## src/hdl/btc_mode_pkg.sv

```systemverilog
// BTC code mode definitions

package btc_mode_pkg;

  // --------------------------------------
  // Component code modes
  // --------------------------------------

  // Extended Hamming and parity codes
  typedef enum logic [1:0] {
    cCODE_8_4   = 2'd0,
    cCODE_8_7   = 2'd1,
    cCODE_16_11 = 2'd2,
    cCODE_32_26 = 2'd3
  } btc_code_mode_t;

  // Row and column index widths
  localparam int cLOG2_COL_MAX = 5;
  localparam int cLOG2_ROW_MAX = 5;

  // --------------------------------------
  // Per-mode lookup tables
  // --------------------------------------

  // Data bits per component code, by mode
  localparam logic [4:0] cDATA_BITS [4] = '{5'd4, 5'd7, 5'd11, 5'd26};

  // Data bits per block
  // Index is {ymode, xmode}, entry is ky * kx
  localparam logic [15:0] cDATA_ERR_BIT_SIZE [16] = '{
    // y = 8_4
    16'd16,  16'd28,  16'd44,  16'd104,
    // y = 8_7
    16'd28,  16'd49,  16'd77,  16'd182,
    // y = 16_11
    16'd44,  16'd77,  16'd121, 16'd286,
    // y = 32_26
    16'd104, 16'd182, 16'd286, 16'd676
  };

endpackage

```

## src/hdl/btc_buf_pkg.sv

```systemverilog
// BTC output buffer definitions

package btc_buf_pkg;

  // Buffer address width, one bit per word
  localparam int cRADDR_W = 10;

  // Block descriptor widths
  localparam int cTAG_W = 8;
  localparam int cERR_W = 16;

  // Address to data, in clock cycles
  localparam int cRD_LAT = 2;

  // --------------------------------------
  // Buffer address word
  // --------------------------------------

  // Flat index for the writer, row/col pair for the sink
  // Row in the upper bits, so rows are 32 words apart
  typedef union packed {
    logic [cRADDR_W-1:0] raw;
    struct packed {
      logic [btc_mode_pkg::cLOG2_ROW_MAX-1:0] row;
      logic [btc_mode_pkg::cLOG2_COL_MAX-1:0] col;
    } rc;
  } btc_addr_u;

endpackage

```

## src/hdl/btc_buf_if.sv

```systemverilog
// BTC buffer write and read interfaces
`timescale 1ns/1ns

// --------------------------------------
// Writer to buffer
// --------------------------------------

interface btc_buf_wr_if;
  // Bit write, one per strobe
  logic                          wval;
  btc_buf_pkg::btc_addr_u        waddr;
  logic                          wdat;
  // Last bit of block, descriptor valid here
  logic                          wdone;
  logic [btc_buf_pkg::cTAG_W-1:0] wtag;
  logic [btc_buf_pkg::cERR_W-1:0] werr;
  logic                          wdecfail;
  // Buffer holds an unread block
  logic                          full;

  modport writer (output wval, waddr, wdat, wdone, wtag, werr, wdecfail, input full);
  modport buffer (input wval, waddr, wdat, wdone, wtag, werr, wdecfail, output full);
endinterface

// --------------------------------------
// Buffer to sink
// --------------------------------------

interface btc_buf_rd_if;
  logic                          rfull;
  logic                          rdat;
  logic [btc_buf_pkg::cTAG_W-1:0] rtag;
  logic [btc_buf_pkg::cERR_W-1:0] rerr;
  logic                          rdecfail;
  // Read address, data follows cRD_LAT cycles later
  btc_buf_pkg::btc_addr_u        raddr;
  // Block consumed, releases the buffer
  logic                          rempty;

  modport buffer (output rfull, rdat, rtag, rerr, rdecfail, input raddr, rempty);
  modport sink   (input rfull, rdat, rtag, rerr, rdecfail, output raddr, rempty);
endinterface

```

## src/hdl/btc_buf_writer.sv

```systemverilog
// BTC result buffer writer
`timescale 1ns/1ns

module btc_buf_writer (
  input  logic                           iclk,
  input  logic                           ireset,
  input  logic                           iclkena,
  input  btc_mode_pkg::btc_code_mode_t   ixmode,
  input  btc_mode_pkg::btc_code_mode_t   iymode,
  input  logic                           ival,
  input  logic                           ibit,
  input  logic                           ihard,
  input  logic                           idecfail,
  input  logic [btc_buf_pkg::cTAG_W-1:0] itag,
  output logic                           ordy,
  btc_buf_wr_if.writer                   wr
);

  logic [btc_mode_pkg::cLOG2_COL_MAX-1:0] col_cnt;
  logic [btc_mode_pkg::cLOG2_ROW_MAX-1:0] row_cnt;
  logic                                   col_last;
  logic                                   row_last;
  logic                                   first_bit;
  btc_buf_pkg::btc_addr_u                 addr;
  logic [btc_buf_pkg::cERR_W-1:0]         err_inc;

  // --------------------------------------
  // Position in the block
  // --------------------------------------

  // Row length from x mode, row count from y mode
  assign col_last  = (col_cnt == btc_mode_pkg::cDATA_BITS[ixmode] - 5'd1);
  assign row_last  = (row_cnt == btc_mode_pkg::cDATA_BITS[iymode] - 5'd1);
  assign first_bit = (col_cnt == '0) && (row_cnt == '0);

  // Row-major word index
  assign addr.raw = {row_cnt, col_cnt};

  // One when decoding flipped the channel decision
  assign err_inc = {{(btc_buf_pkg::cERR_W-1){1'b0}}, ibit ^ ihard};

  always_ff @(posedge iclk or posedge ireset) begin
    if (ireset) begin
      col_cnt  <= '0;
      row_cnt  <= '0;
      wr.wval  <= 1'b0;
      wr.wdone <= 1'b0;
    end else if (iclkena) begin
      wr.wval  <= ival;
      wr.wdone <= ival & col_last & row_last;
      if (ival) begin
        if (col_last) begin
          col_cnt <= '0;
          // Wrap to row 0 after the last row
          row_cnt <= row_last ? '0 : row_cnt + 1'b1;
        end else begin
          col_cnt <= col_cnt + 1'b1;
        end
      end
    end
  end

  // --------------------------------------
  // Write data and block descriptor
  // --------------------------------------

  always_ff @(posedge iclk) begin
    if (iclkena && ival) begin
      wr.waddr <= addr;
      wr.wdat  <= ibit;
      // Error count restarts on the first bit
      wr.werr  <= first_bit ? err_inc : wr.werr + err_inc;
      if (first_bit) begin
        wr.wtag     <= itag;
        wr.wdecfail <= idecfail;
      end
    end
  end

  // Blocked from the last write until the sink frees the buffer
  assign ordy = ~(wr.full | wr.wdone);

  // Source honors ordy
  a_no_val_when_full : assert property (
    @(posedge iclk) disable iff (ireset) (iclkena && ival) |-> !wr.full
  );

endmodule

```

## src/hdl/btc_dec_out.sv

```systemverilog
// BTC decoder output subsystem
`timescale 1ns/1ns

module btc_dec_out (
  input  logic                           iclk,
  input  logic                           ireset,
  input  logic                           iclkena,
  input  btc_mode_pkg::btc_code_mode_t   ixmode,
  input  btc_mode_pkg::btc_code_mode_t   iymode,
  // Decoder side
  input  logic                           ival,
  input  logic                           ibit,
  input  logic                           ihard,
  input  logic [btc_buf_pkg::cTAG_W-1:0] itag,
  input  logic                           idecfail,
  output logic                           ordy,
  // Output side
  input  logic                           ireq,
  output logic                           ofull,
  output logic                           oval,
  output logic                           osop,
  output logic                           oeop,
  output logic                           odat,
  output logic [btc_buf_pkg::cTAG_W-1:0] otag,
  output logic                           odecfail,
  output logic [btc_buf_pkg::cERR_W-1:0] oerr,
  output logic [btc_buf_pkg::cERR_W-1:0] onum
);

  btc_buf_wr_if wr_if ();
  btc_buf_rd_if rd_if ();

  // Decoder bits into the buffer
  btc_buf_writer writer_i (
    .iclk     (iclk),
    .ireset   (ireset),
    .iclkena  (iclkena),
    .ixmode   (ixmode),
    .iymode   (iymode),
    .ival     (ival),
    .ibit     (ibit),
    .ihard    (ihard),
    .idecfail (idecfail),
    .itag     (itag),
    .ordy     (ordy),
    .wr       (wr_if.writer)
  );

  btc_out_buffer buffer_i (
    .iclk    (iclk),
    .ireset  (ireset),
    .iclkena (iclkena),
    .wr      (wr_if.buffer),
    .rd      (rd_if.buffer)
  );

  // Buffer out as a framed serial stream
  btc_dec_sink sink_i (
    .iclk     (iclk),
    .ireset   (ireset),
    .iclkena  (iclkena),
    .ixmode   (ixmode),
    .iymode   (iymode),
    .ireq     (ireq),
    .rd       (rd_if.sink),
    .ofull    (ofull),
    .oval     (oval),
    .osop     (osop),
    .oeop     (oeop),
    .odat     (odat),
    .odecfail (odecfail),
    .otag     (otag),
    .oerr     (oerr),
    .onum     (onum)
  );

endmodule

```

## src/hdl/btc_dec_sink.sv

```systemverilog
// BTC decoder serial output sink
`timescale 1ns/1ns

module btc_dec_sink (
  input  logic                           iclk,
  input  logic                           ireset,
  input  logic                           iclkena,
  input  btc_mode_pkg::btc_code_mode_t   ixmode,
  input  btc_mode_pkg::btc_code_mode_t   iymode,
  input  logic                           ireq,
  btc_buf_rd_if.sink                     rd,
  output logic                           ofull,
  output logic                           oval,
  output logic                           osop,
  output logic                           oeop,
  output logic                           odat,
  output logic                           odecfail,
  output logic [btc_buf_pkg::cTAG_W-1:0] otag,
  output logic [btc_buf_pkg::cERR_W-1:0] oerr,
  output logic [btc_buf_pkg::cERR_W-1:0] onum
);

  // FSM, idle when low and reading when high
  logic busy;
  logic start;
  logic rd_req;
  logic work_done;

  // Counters with done flags one step ahead
  logic [btc_mode_pkg::cLOG2_COL_MAX-1:0] col_idx;
  logic                                   col_done;
  logic [btc_mode_pkg::cLOG2_COL_MAX-1:0] col_len_m2;
  logic [btc_mode_pkg::cLOG2_ROW_MAX-1:0] row_idx;
  logic                                   row_done;
  logic [btc_mode_pkg::cLOG2_ROW_MAX-1:0] row_len_m2;

  btc_buf_pkg::btc_addr_u                 raddr;

  // Request pipes, buffer latency plus output register
  logic [btc_buf_pkg::cRD_LAT:0]          val_sr;
  logic [btc_buf_pkg::cRD_LAT:0]          eop_sr;

  // Start delayed to the ofull edge
  logic                                   start_d;

  // --------------------------------------
  // FSM and address counters
  // --------------------------------------

  assign start     = ~busy & rd.rfull;
  assign rd_req    = busy & ireq;
  assign work_done = col_done & row_done;

  // Last request of the block frees the buffer
  assign rd.rempty = rd_req & work_done;

  always_ff @(posedge iclk or posedge ireset) begin
    if (ireset) begin
      busy       <= 1'b0;
      col_idx    <= '0;
      col_done   <= 1'b0;
      col_len_m2 <= '0;
      row_idx    <= '0;
      row_done   <= 1'b0;
      row_len_m2 <= '0;
    end else if (iclkena) begin
      if (!busy) begin
        busy       <= rd.rfull;
        col_idx    <= '0;
        col_done   <= 1'b0;
        row_idx    <= '0;
        row_done   <= 1'b0;
        // Lengths minus two, done is flagged one step early
        col_len_m2 <= btc_mode_pkg::cDATA_BITS[ixmode] - 5'd2;
        row_len_m2 <= btc_mode_pkg::cDATA_BITS[iymode] - 5'd2;
      end else if (ireq) begin
        busy     <= ~work_done;
        col_idx  <= col_done ? '0 : col_idx + 1'b1;
        col_done <= (col_idx == col_len_m2);
        // Next row on column wrap
        if (col_done) begin
          row_idx  <= row_idx + 1'b1;
          row_done <= (row_idx == row_len_m2);
        end
      end
    end
  end

  always_comb begin
    raddr.rc.row = row_idx;
    raddr.rc.col = col_idx;
  end

  assign rd.raddr = raddr;

  // --------------------------------------
  // Output framing
  // --------------------------------------

  always_ff @(posedge iclk or posedge ireset) begin
    if (ireset) begin
      val_sr  <= '0;
      eop_sr  <= '0;
      start_d <= 1'b0;
      ofull   <= 1'b0;
      osop    <= 1'b0;
    end else if (iclkena) begin
      val_sr  <= {val_sr[btc_buf_pkg::cRD_LAT-1:0], rd_req};
      eop_sr  <= {eop_sr[btc_buf_pkg::cRD_LAT-1:0], rd.rempty};
      start_d <= start;
      if (start_d) begin
        ofull <= 1'b1;
      end else if (rd.rempty) begin
        ofull <= 1'b0;
      end
      // Held until the first bit goes out
      if (start_d) begin
        osop <= 1'b1;
      end else if (oval) begin
        osop <= 1'b0;
      end
    end
  end

  assign oval = val_sr[btc_buf_pkg::cRD_LAT];
  assign oeop = eop_sr[btc_buf_pkg::cRD_LAT];

  // Data register and block info
  always_ff @(posedge iclk) begin
    if (iclkena) begin
      odat <= rd.rdat;
      if (start) begin
        otag     <= rd.rtag;
        odecfail <= rd.rdecfail;
        oerr     <= rd.rerr;
        onum     <= btc_mode_pkg::cDATA_ERR_BIT_SIZE[{iymode, ixmode}];
      end
    end
  end

  // End strobe rides on a valid bit, after the buffer is released
  a_eop_with_val : assert property (
    @(posedge iclk) disable iff (ireset) oeop |-> oval && !ofull
  );

endmodule

```

## src/hdl/btc_out_buffer.sv

```systemverilog
// BTC single result buffer
`timescale 1ns/1ns

module btc_out_buffer (
  input  logic         iclk,
  input  logic         ireset,
  input  logic         iclkena,
  btc_buf_wr_if.buffer wr,
  btc_buf_rd_if.buffer rd
);

  // One bit per word
  logic                             mem [2**btc_buf_pkg::cRADDR_W];
  logic [btc_buf_pkg::cRADDR_W-1:0] raddr_q;
  logic                             rdat_q;

  // Descriptor of the stored block
  logic [btc_buf_pkg::cTAG_W-1:0]   tag_q;
  logic [btc_buf_pkg::cERR_W-1:0]   err_q;
  logic                             decfail_q;

  logic                             full;

  // --------------------------------------
  // Bit memory
  // --------------------------------------

  always_ff @(posedge iclk) begin
    if (iclkena && wr.wval) begin
      mem[wr.waddr.raw] <= wr.wdat;
    end
  end

  // Address stage then data stage
  always_ff @(posedge iclk) begin
    if (iclkena) begin
      raddr_q <= rd.raddr.raw;
      rdat_q  <= mem[raddr_q];
    end
  end

  assign rd.rdat = rdat_q;

  // --------------------------------------
  // Descriptor and full flag
  // --------------------------------------

  always_ff @(posedge iclk) begin
    if (iclkena && wr.wdone) begin
      tag_q     <= wr.wtag;
      err_q     <= wr.werr;
      decfail_q <= wr.wdecfail;
    end
  end

  // Set after the last write, cleared when the sink is done
  always_ff @(posedge iclk or posedge ireset) begin
    if (ireset) begin
      full <= 1'b0;
    end else if (iclkena) begin
      if (rd.rempty) begin
        full <= 1'b0;
      end else if (wr.wdone) begin
        full <= 1'b1;
      end
    end
  end

  assign wr.full     = full;
  assign rd.rfull    = full;
  assign rd.rtag     = tag_q;
  assign rd.rerr     = err_q;
  assign rd.rdecfail = decfail_q;

  // Writer must not finish a block over an unread one
  a_no_done_when_full : assert property (
    @(posedge iclk) disable iff (ireset) (iclkena && wr.wdone) |-> !full
  );

  // Sink only releases a held block
  a_empty_only_full : assert property (
    @(posedge iclk) disable iff (ireset) (iclkena && rd.rempty) |-> full
  );

endmodule

```

## config.mk

```make
export PLATFORM = sky130hd
export DESIGN_NAME = btc_dec_out
export DESIGN_NICKNAME = d
export VERILOG_FILES = /design/src/hdl/btc_mode_pkg.sv /design/src/hdl/btc_buf_pkg.sv /design/src/hdl/btc_buf_if.sv /design/src/hdl/btc_buf_writer.sv /design/src/hdl/btc_dec_out.sv /design/src/hdl/btc_dec_sink.sv /design/src/hdl/btc_out_buffer.sv
export SDC_FILE = /design/constraint.sdc
export NUM_CORES = 2
export LEC_CHECK = 0
export BUFFER_PORTS_ARGS = -buffer_cell sky130_fd_sc_hd__buf_2
export CORE_MARGIN = 1
export CORE_UTILIZATION = 55
export CTS_CLUSTER_DIAMETER = 50
export CTS_CLUSTER_SIZE = 40
export DETAILED_ROUTE_END_ITERATION = 7
export PLACE_DENSITY = 0.75
export SETUP_SLACK_MARGIN = 0.2
export SKIP_CTS_REPAIR_TIMING = 1
export SYNTH_ARGS = -nofsm -noshare
export SYNTH_HDL_FRONTEND = slang
export SYNTH_SLANG_ARGS = --single-unit
export TNS_END_PERCENT = 1
```

## constraint.sdc

```tcl
create_clock -name iclk -period 17 [get_ports iclk]
set_clock_uncertainty 0.1 [all_clocks]
set_input_delay 3.4 -clock iclk [delete_from_list [all_inputs] [get_ports iclk]]
set_output_delay 3.4 -clock iclk [all_outputs]
set_load 0.02 [all_outputs]
```

-- Yosys cells after proc, flatten, opt, wreduce, memory -nomap -nowiden
Memories as Yosys holds them, arrays and structs flattened. A register that Yosys moved wholly into a read port is not among the register bits.
Cells that the tools add are included.
- multiplexer cells: 30
- reductions and logical operators: 19
- add/sub/neg operators: 9
- bitwise gates (word level): 14
- order comparisons: 2
- equal/unequal tests: 6
- operator list (operator ; count):
    2-to-1 mux 5 bit ; 12
    adder 5 x 1 -> 5 bit (second input constant) ; 4
    binary-select mux 5 bit (select 2 bit) ; 2
    equality test 5 bit ; 4
    adder 16 x 1 -> 16 bit ; 1
    2-to-1 mux 1 bit ; 16
    AND reduction 2 bit ; 8
    zero test 5 bit ; 2
    subtractor 5 x 1 -> 5 bit (second input constant) ; 2
    subtractor 5 x 2 -> 5 bit (second input constant) ; 2
    AND 1 bit ; 6
    >= comparator 3 bit (second input constant) ; 2
    inverter 2 -> 3 bit ; 2
    AND reduction 3 bit ; 2
    nonzero test 2 bit ; 3
    inverter 4 -> 5 bit ; 1
    logical AND 1 bit ; 4
    inequality test 2 bit (second input constant) ; 2
    inverter 1 bit ; 3
    OR 1 bit ; 1
    XOR 1 bit ; 1
- memory bits (writable): 1024
- output and inout port bits: 47
- memories kept: 2
- register bits after elaboration: 142
- memory bits (read-only): 256
- memories (memory ; words ; width ; rd ports ; clocked after Yosys merged registers in ; wr ports ; RTL line ; source):
    buffer_i.mem ; 1024 ; 1 ; 1 ; 1 ; 1 ; btc_out_buffer.sv:13 ; logic mem [2**btc_buf_pkg::cRADDR_W];
    (no name shown) ; 16 ; 16 ; 1 ; 1 ; 0 ; btc_dec_sink.sv:136 ; onum <= btc_mode_pkg::cDATA_ERR_BIT_SIZE[{iymode, ixmode}];

-- Depth between registers and ports, before layout
- depth in word-level cells: 8
- mapped depth: 15

-- Modules after synthesis
Synthesis repeated with hierarchy kept, for this count alone.
- cells, all modules: 3523
- area total of the unflattened synthesis: 50659.8 sq um
- by module, submodules not included (module ; area an instance (sq um) ; instances ; seq. area each (sq um) ; cells an instance):
    btc_out_buffer ; 45423.6 ; 1 ; 31855.6 ; 3109
    btc_dec_sink ; 2942.8 ; 1 ; 1881.8 ; 235
    btc_buf_writer ; 2293.4 ; 1 ; 1381.3 ; 179

-- Worst setup path after synthesis
No wires, ideal clock.
- kind: reg-to-reg
- start point: register writer_i.wr.wdat
- end point: memory buffer_i.mem[0] (data pin)
- path buffers: 0
- cell stages (with the launch flop): 1
- data required time: 14.229 ns
- arrival time: 12.017 ns
- path slack: 2.212 ns
- cell sequence: edfxtp_1
- RTL lines (item ; RTL line ; source):
    start: declaration ; btc_buf_if.sv:21 ; modport writer (output wval, waddr, wdat, wdone, wtag, werr, wdecfail, input full);
    start signal: assignment ; btc_buf_writer.sv:70 ; wr.wdat <= ibit;
    end: declaration ; btc_out_buffer.sv:13 ;
No word-level cell before the write port.

-- Worst setup path in the final report
- start point: input port iclkena
- end point: memory buffer_i.mem[199], enable pin
- longest elaborated chain between the ends: 3
- ends and longest elaborated chain (item ; RTL line ; source):
    start: declaration ; btc_dec_out.sv:7 ; input logic iclkena,
    logical AND 1 bit ; btc_out_buffer.sv:29 ; if (iclkena && wr.wval) begin
    2-to-1 mux 1 bit ; btc_out_buffer.sv:29 ;
    2-to-1 mux 1 bit (implied by the code) ; btc_out_buffer.sv:30 ; mem[wr.waddr.raw] <= wr.wdat;
Every way passes these cells.

==> metrics.cfg <==
[yosys]
yosysTopAreaCellShare = 0.669
ys_types = 69
synth_largest_area_cell = edfxtp_1
syn_inst = 3547
synth-seq-area-share = 0.691
yosysWarnings = 0
synth_area_leaders = edfxtp_1 67%, mux4_2 8.7%, nor2_1 8.0%
ys_ff_latch = 1177
synth_edf_count = 1132
synthFlopType = edfxtp_1
synth.avg_cell_area_um2 = 14.3
synthesis.area_mm2 = 0.0508
async_flop_share = 0.0382

[grt]
grt_max_degree = 281
grt_overflow = 0
antenna_found_initial = 2
grtUsageTotal = 0.260
grt_pass1_wl_mm = 181
grt_pass1_vias = 29200

[worst_setup_path]
startpoint_type = input port
crit_fanout = 29
worst-setup-path-type = in -> reg
r2r_start = buffer_i.raddr_q[0]
r2r_slack_ns = 10.95
r2r-end = buffer_i.rd.rdat
required_ns = 17.26
endpoint_kind = flip-flop
worstPathArrival_ns = 6.63
reg2regPathDepth = 11

[cells_and_area]
sequential_cell_area_mm2 = 0.0351
finish.instance_area_mm2 = 0.0551
most-common-layout-cells = 1132 x edfxtp_1, 1077 x nor2_1, 197 x mux4_2
drive_gt1_frac = 0.154
diodes = 0
area_delta_synth_final_pct = 8.47
num-fill-cells = 6730
multi_input_area_mm2 = 0.0142
final_nets = 3496
final_common_cell = edfxtp_1
final_core_util = 0.601

[pwr]
power_frac_seq = 0.524
p_switching_w = 0.00153
leakagePower_nw = 16.7
p_int_w = 0.00468
swShare = 0.247
pwr-share-comb = 0.087
ir_drop_mv = 0.0941
powerDensity_mw_per_mm2 = 113
p_clk_frac = 0.389

[place]
placed_cell_area_mm2 = 0.0516
dpl_worst_slack_ns = 10.05
gp_congestion = 0.838
port_buffers = 60
dp_hpwl_mm = 67.8

[floorplanning]
rows = 111
start_util = 0.554
dieHeight_um = 306
fp.coreArea_mm2 = 0.0917
ios = 67
chipWidth_um = 306
die_area_mm2 = 0.0936

[clock_tree]
htree_levels = 3
tritoncts = built
cts_buffer_depth = 3
root_buffer = clkbuf_16
cts_buffers = 98
clock-sinks = 1177
clk_latency_ns = 0.69
clk_pin_slew_ns = 0.07

[drt]
drcViolationCount = 0
firstDrtPassIters = 5
wirelength_mm = 121
viasPerCell = 6.37
wl_met3_mm = 13.0
wirelength_met1_mm = 45.2
met2_length_mm = 59.0
highest_layer = met5
vias = 30100
antenna_left = 0
first_iter_violations = 4234
wl_per_cell_um = 25.7

[timing]
slew_viol_final = 0
worst_hold_slack_ns = 0.322
timing.fmax_ghz = 0.157
min_period_ns = 6.37
slew_headroom = 0.0738
tns_ns = 0
setup_ws_ns = 10.63
finalHoldViolCount = 0
min_period_over_period = 0.375
setup_viol = 0
rsz0062_at_grt = no
worst_slew_pin_slew_ns = 1.39

[run]
maxCapViolations = 0

[hold_path]
hold_path_depth = 0
hp-start = buffer_i.rd.rerr[0]
hold_path_end = sink_i.oerr[0]
min_path_type = reg -> reg

[outcome]
status = complete, no violations

## sequential cells by signal, indices dropped and copies added (netlist names), 10 cells and up
signal	flops
sink_i.onum	10
writer_i.wr.waddr	10
writer_i.wr.werr	16
sink_i.oerr	16
buffer_i.mem	1024
buffer_i.rd.rerr	16
buffer_i.raddr_q	10
## critical path: stages
cell     delay [ns]
buf_2          0.07
buf_4          0.30
inv_1          0.25
nor2_2         0.87
nand4_1        0.95
buf_4          0.55
nor2_1         0.19
## power groups by stage
stage               logic [W]  registers [W]  clock network, W
finish               0.000543        0.00326           0.00242
global route         0.000581        0.00326           0.00253
CTS                  0.000542        0.00325           0.00243
detailed placement   0.000539        0.00332                 0
global placement     0.000531        0.00332                 0
floorplan            0.000402        0.00338                 0
## per-stage QoR
stage	power (W)	std cells
finish	0.00622	4725
global route	0.00637	4725
CTS	0.00623	4725
detailed placement	0.00386	4542
global placement	0.00385	4542
floorplan	0.00378	3552
## final cells by class
cell class	count	share of cell area
clock buffer	102	0.0455
clock inverter	81	0.0177
inverter	25	0.00170
multi-input combinational	2038	0.257
sequential	1177	0.637
tap	1186	0.0269
timing repair buffer	116	0.0138
## cells by family (layout without fill, tap and decap cells)
kind of cell	Yosys count	count (layout)	synth area share
AO/OA/AOI/OAI	247	247	0.0332
XOR/XNOR	42	42	0.00724
adder cells (fa/ha/maj)	20	20	0.00492
buffers and inverters	337	324	0.0326
flip-flops	1177	1177	0.691
multiplexers	352	352	0.123
other	1	6	0.0000738
AND/OR/NAND/NOR	1371	1371	0.108
## routing by layer
layer | vias up | global-route usage
met3 | 250 | 0.0436
li1 | 12900 | -
met2 | 1683 | 0.423
met5 | - | 0
met4 | 2 | 0.0968
met1 | 15300 | 0.355
## how the worst max path moves through the flow
stage | slack, ns | from | to
3_3_place_gp | 10.23 | iclkena | buffer_i.mem[295]
6_report | 10.63 | iclkena | buffer_i.mem[199]
4_1_cts | 10.74 | iclkena | buffer_i.mem[199]
2_1_floorplan | 2.21 | writer_i.wr.wdat | buffer_i.mem[0]
3_5_place_dp | 10.05 | iclkena | buffer_i.mem[199]
5_1_grt | 10.46 | iclkena | buffer_i.mem[199]
## synth_stat cells (3+ instances only)
cell       instances
mux2_2            14
o221ai_1          46
clkbuf_4           4
ha_1              20
buf_4             19
a221oi_1           4
a22oi_1           25
xor2_1            24
a21oi_1           52
xnor2_1           18
nand2b_1           8
inv_1             23
nor3b_1            9
o21ai_0           37
mux2i_1          126
and2_1             9
and3b_1            3
o311ai_0           4
o41ai_1            3
buf_2             18
nor3_1            32
o31ai_1            6
nand2_1          136
a31oi_1            5
nor2_1          1078
nand4_1           16
and3_1             9
a2111oi_0          3
nor2b_1            9
dfrtp_1           45
o22ai_1           30
clkbuf_1         177
a211oi_1          10
buf_8              3
edfxtp_1        1132
mux4_2           197
mux4_1            15
a22o_1             4
nand3_1           40
buf_6             27
nor4_1             7
buf_12             3
buf_1             61
No activity file was read; power rests on OpenSTA's default activity.
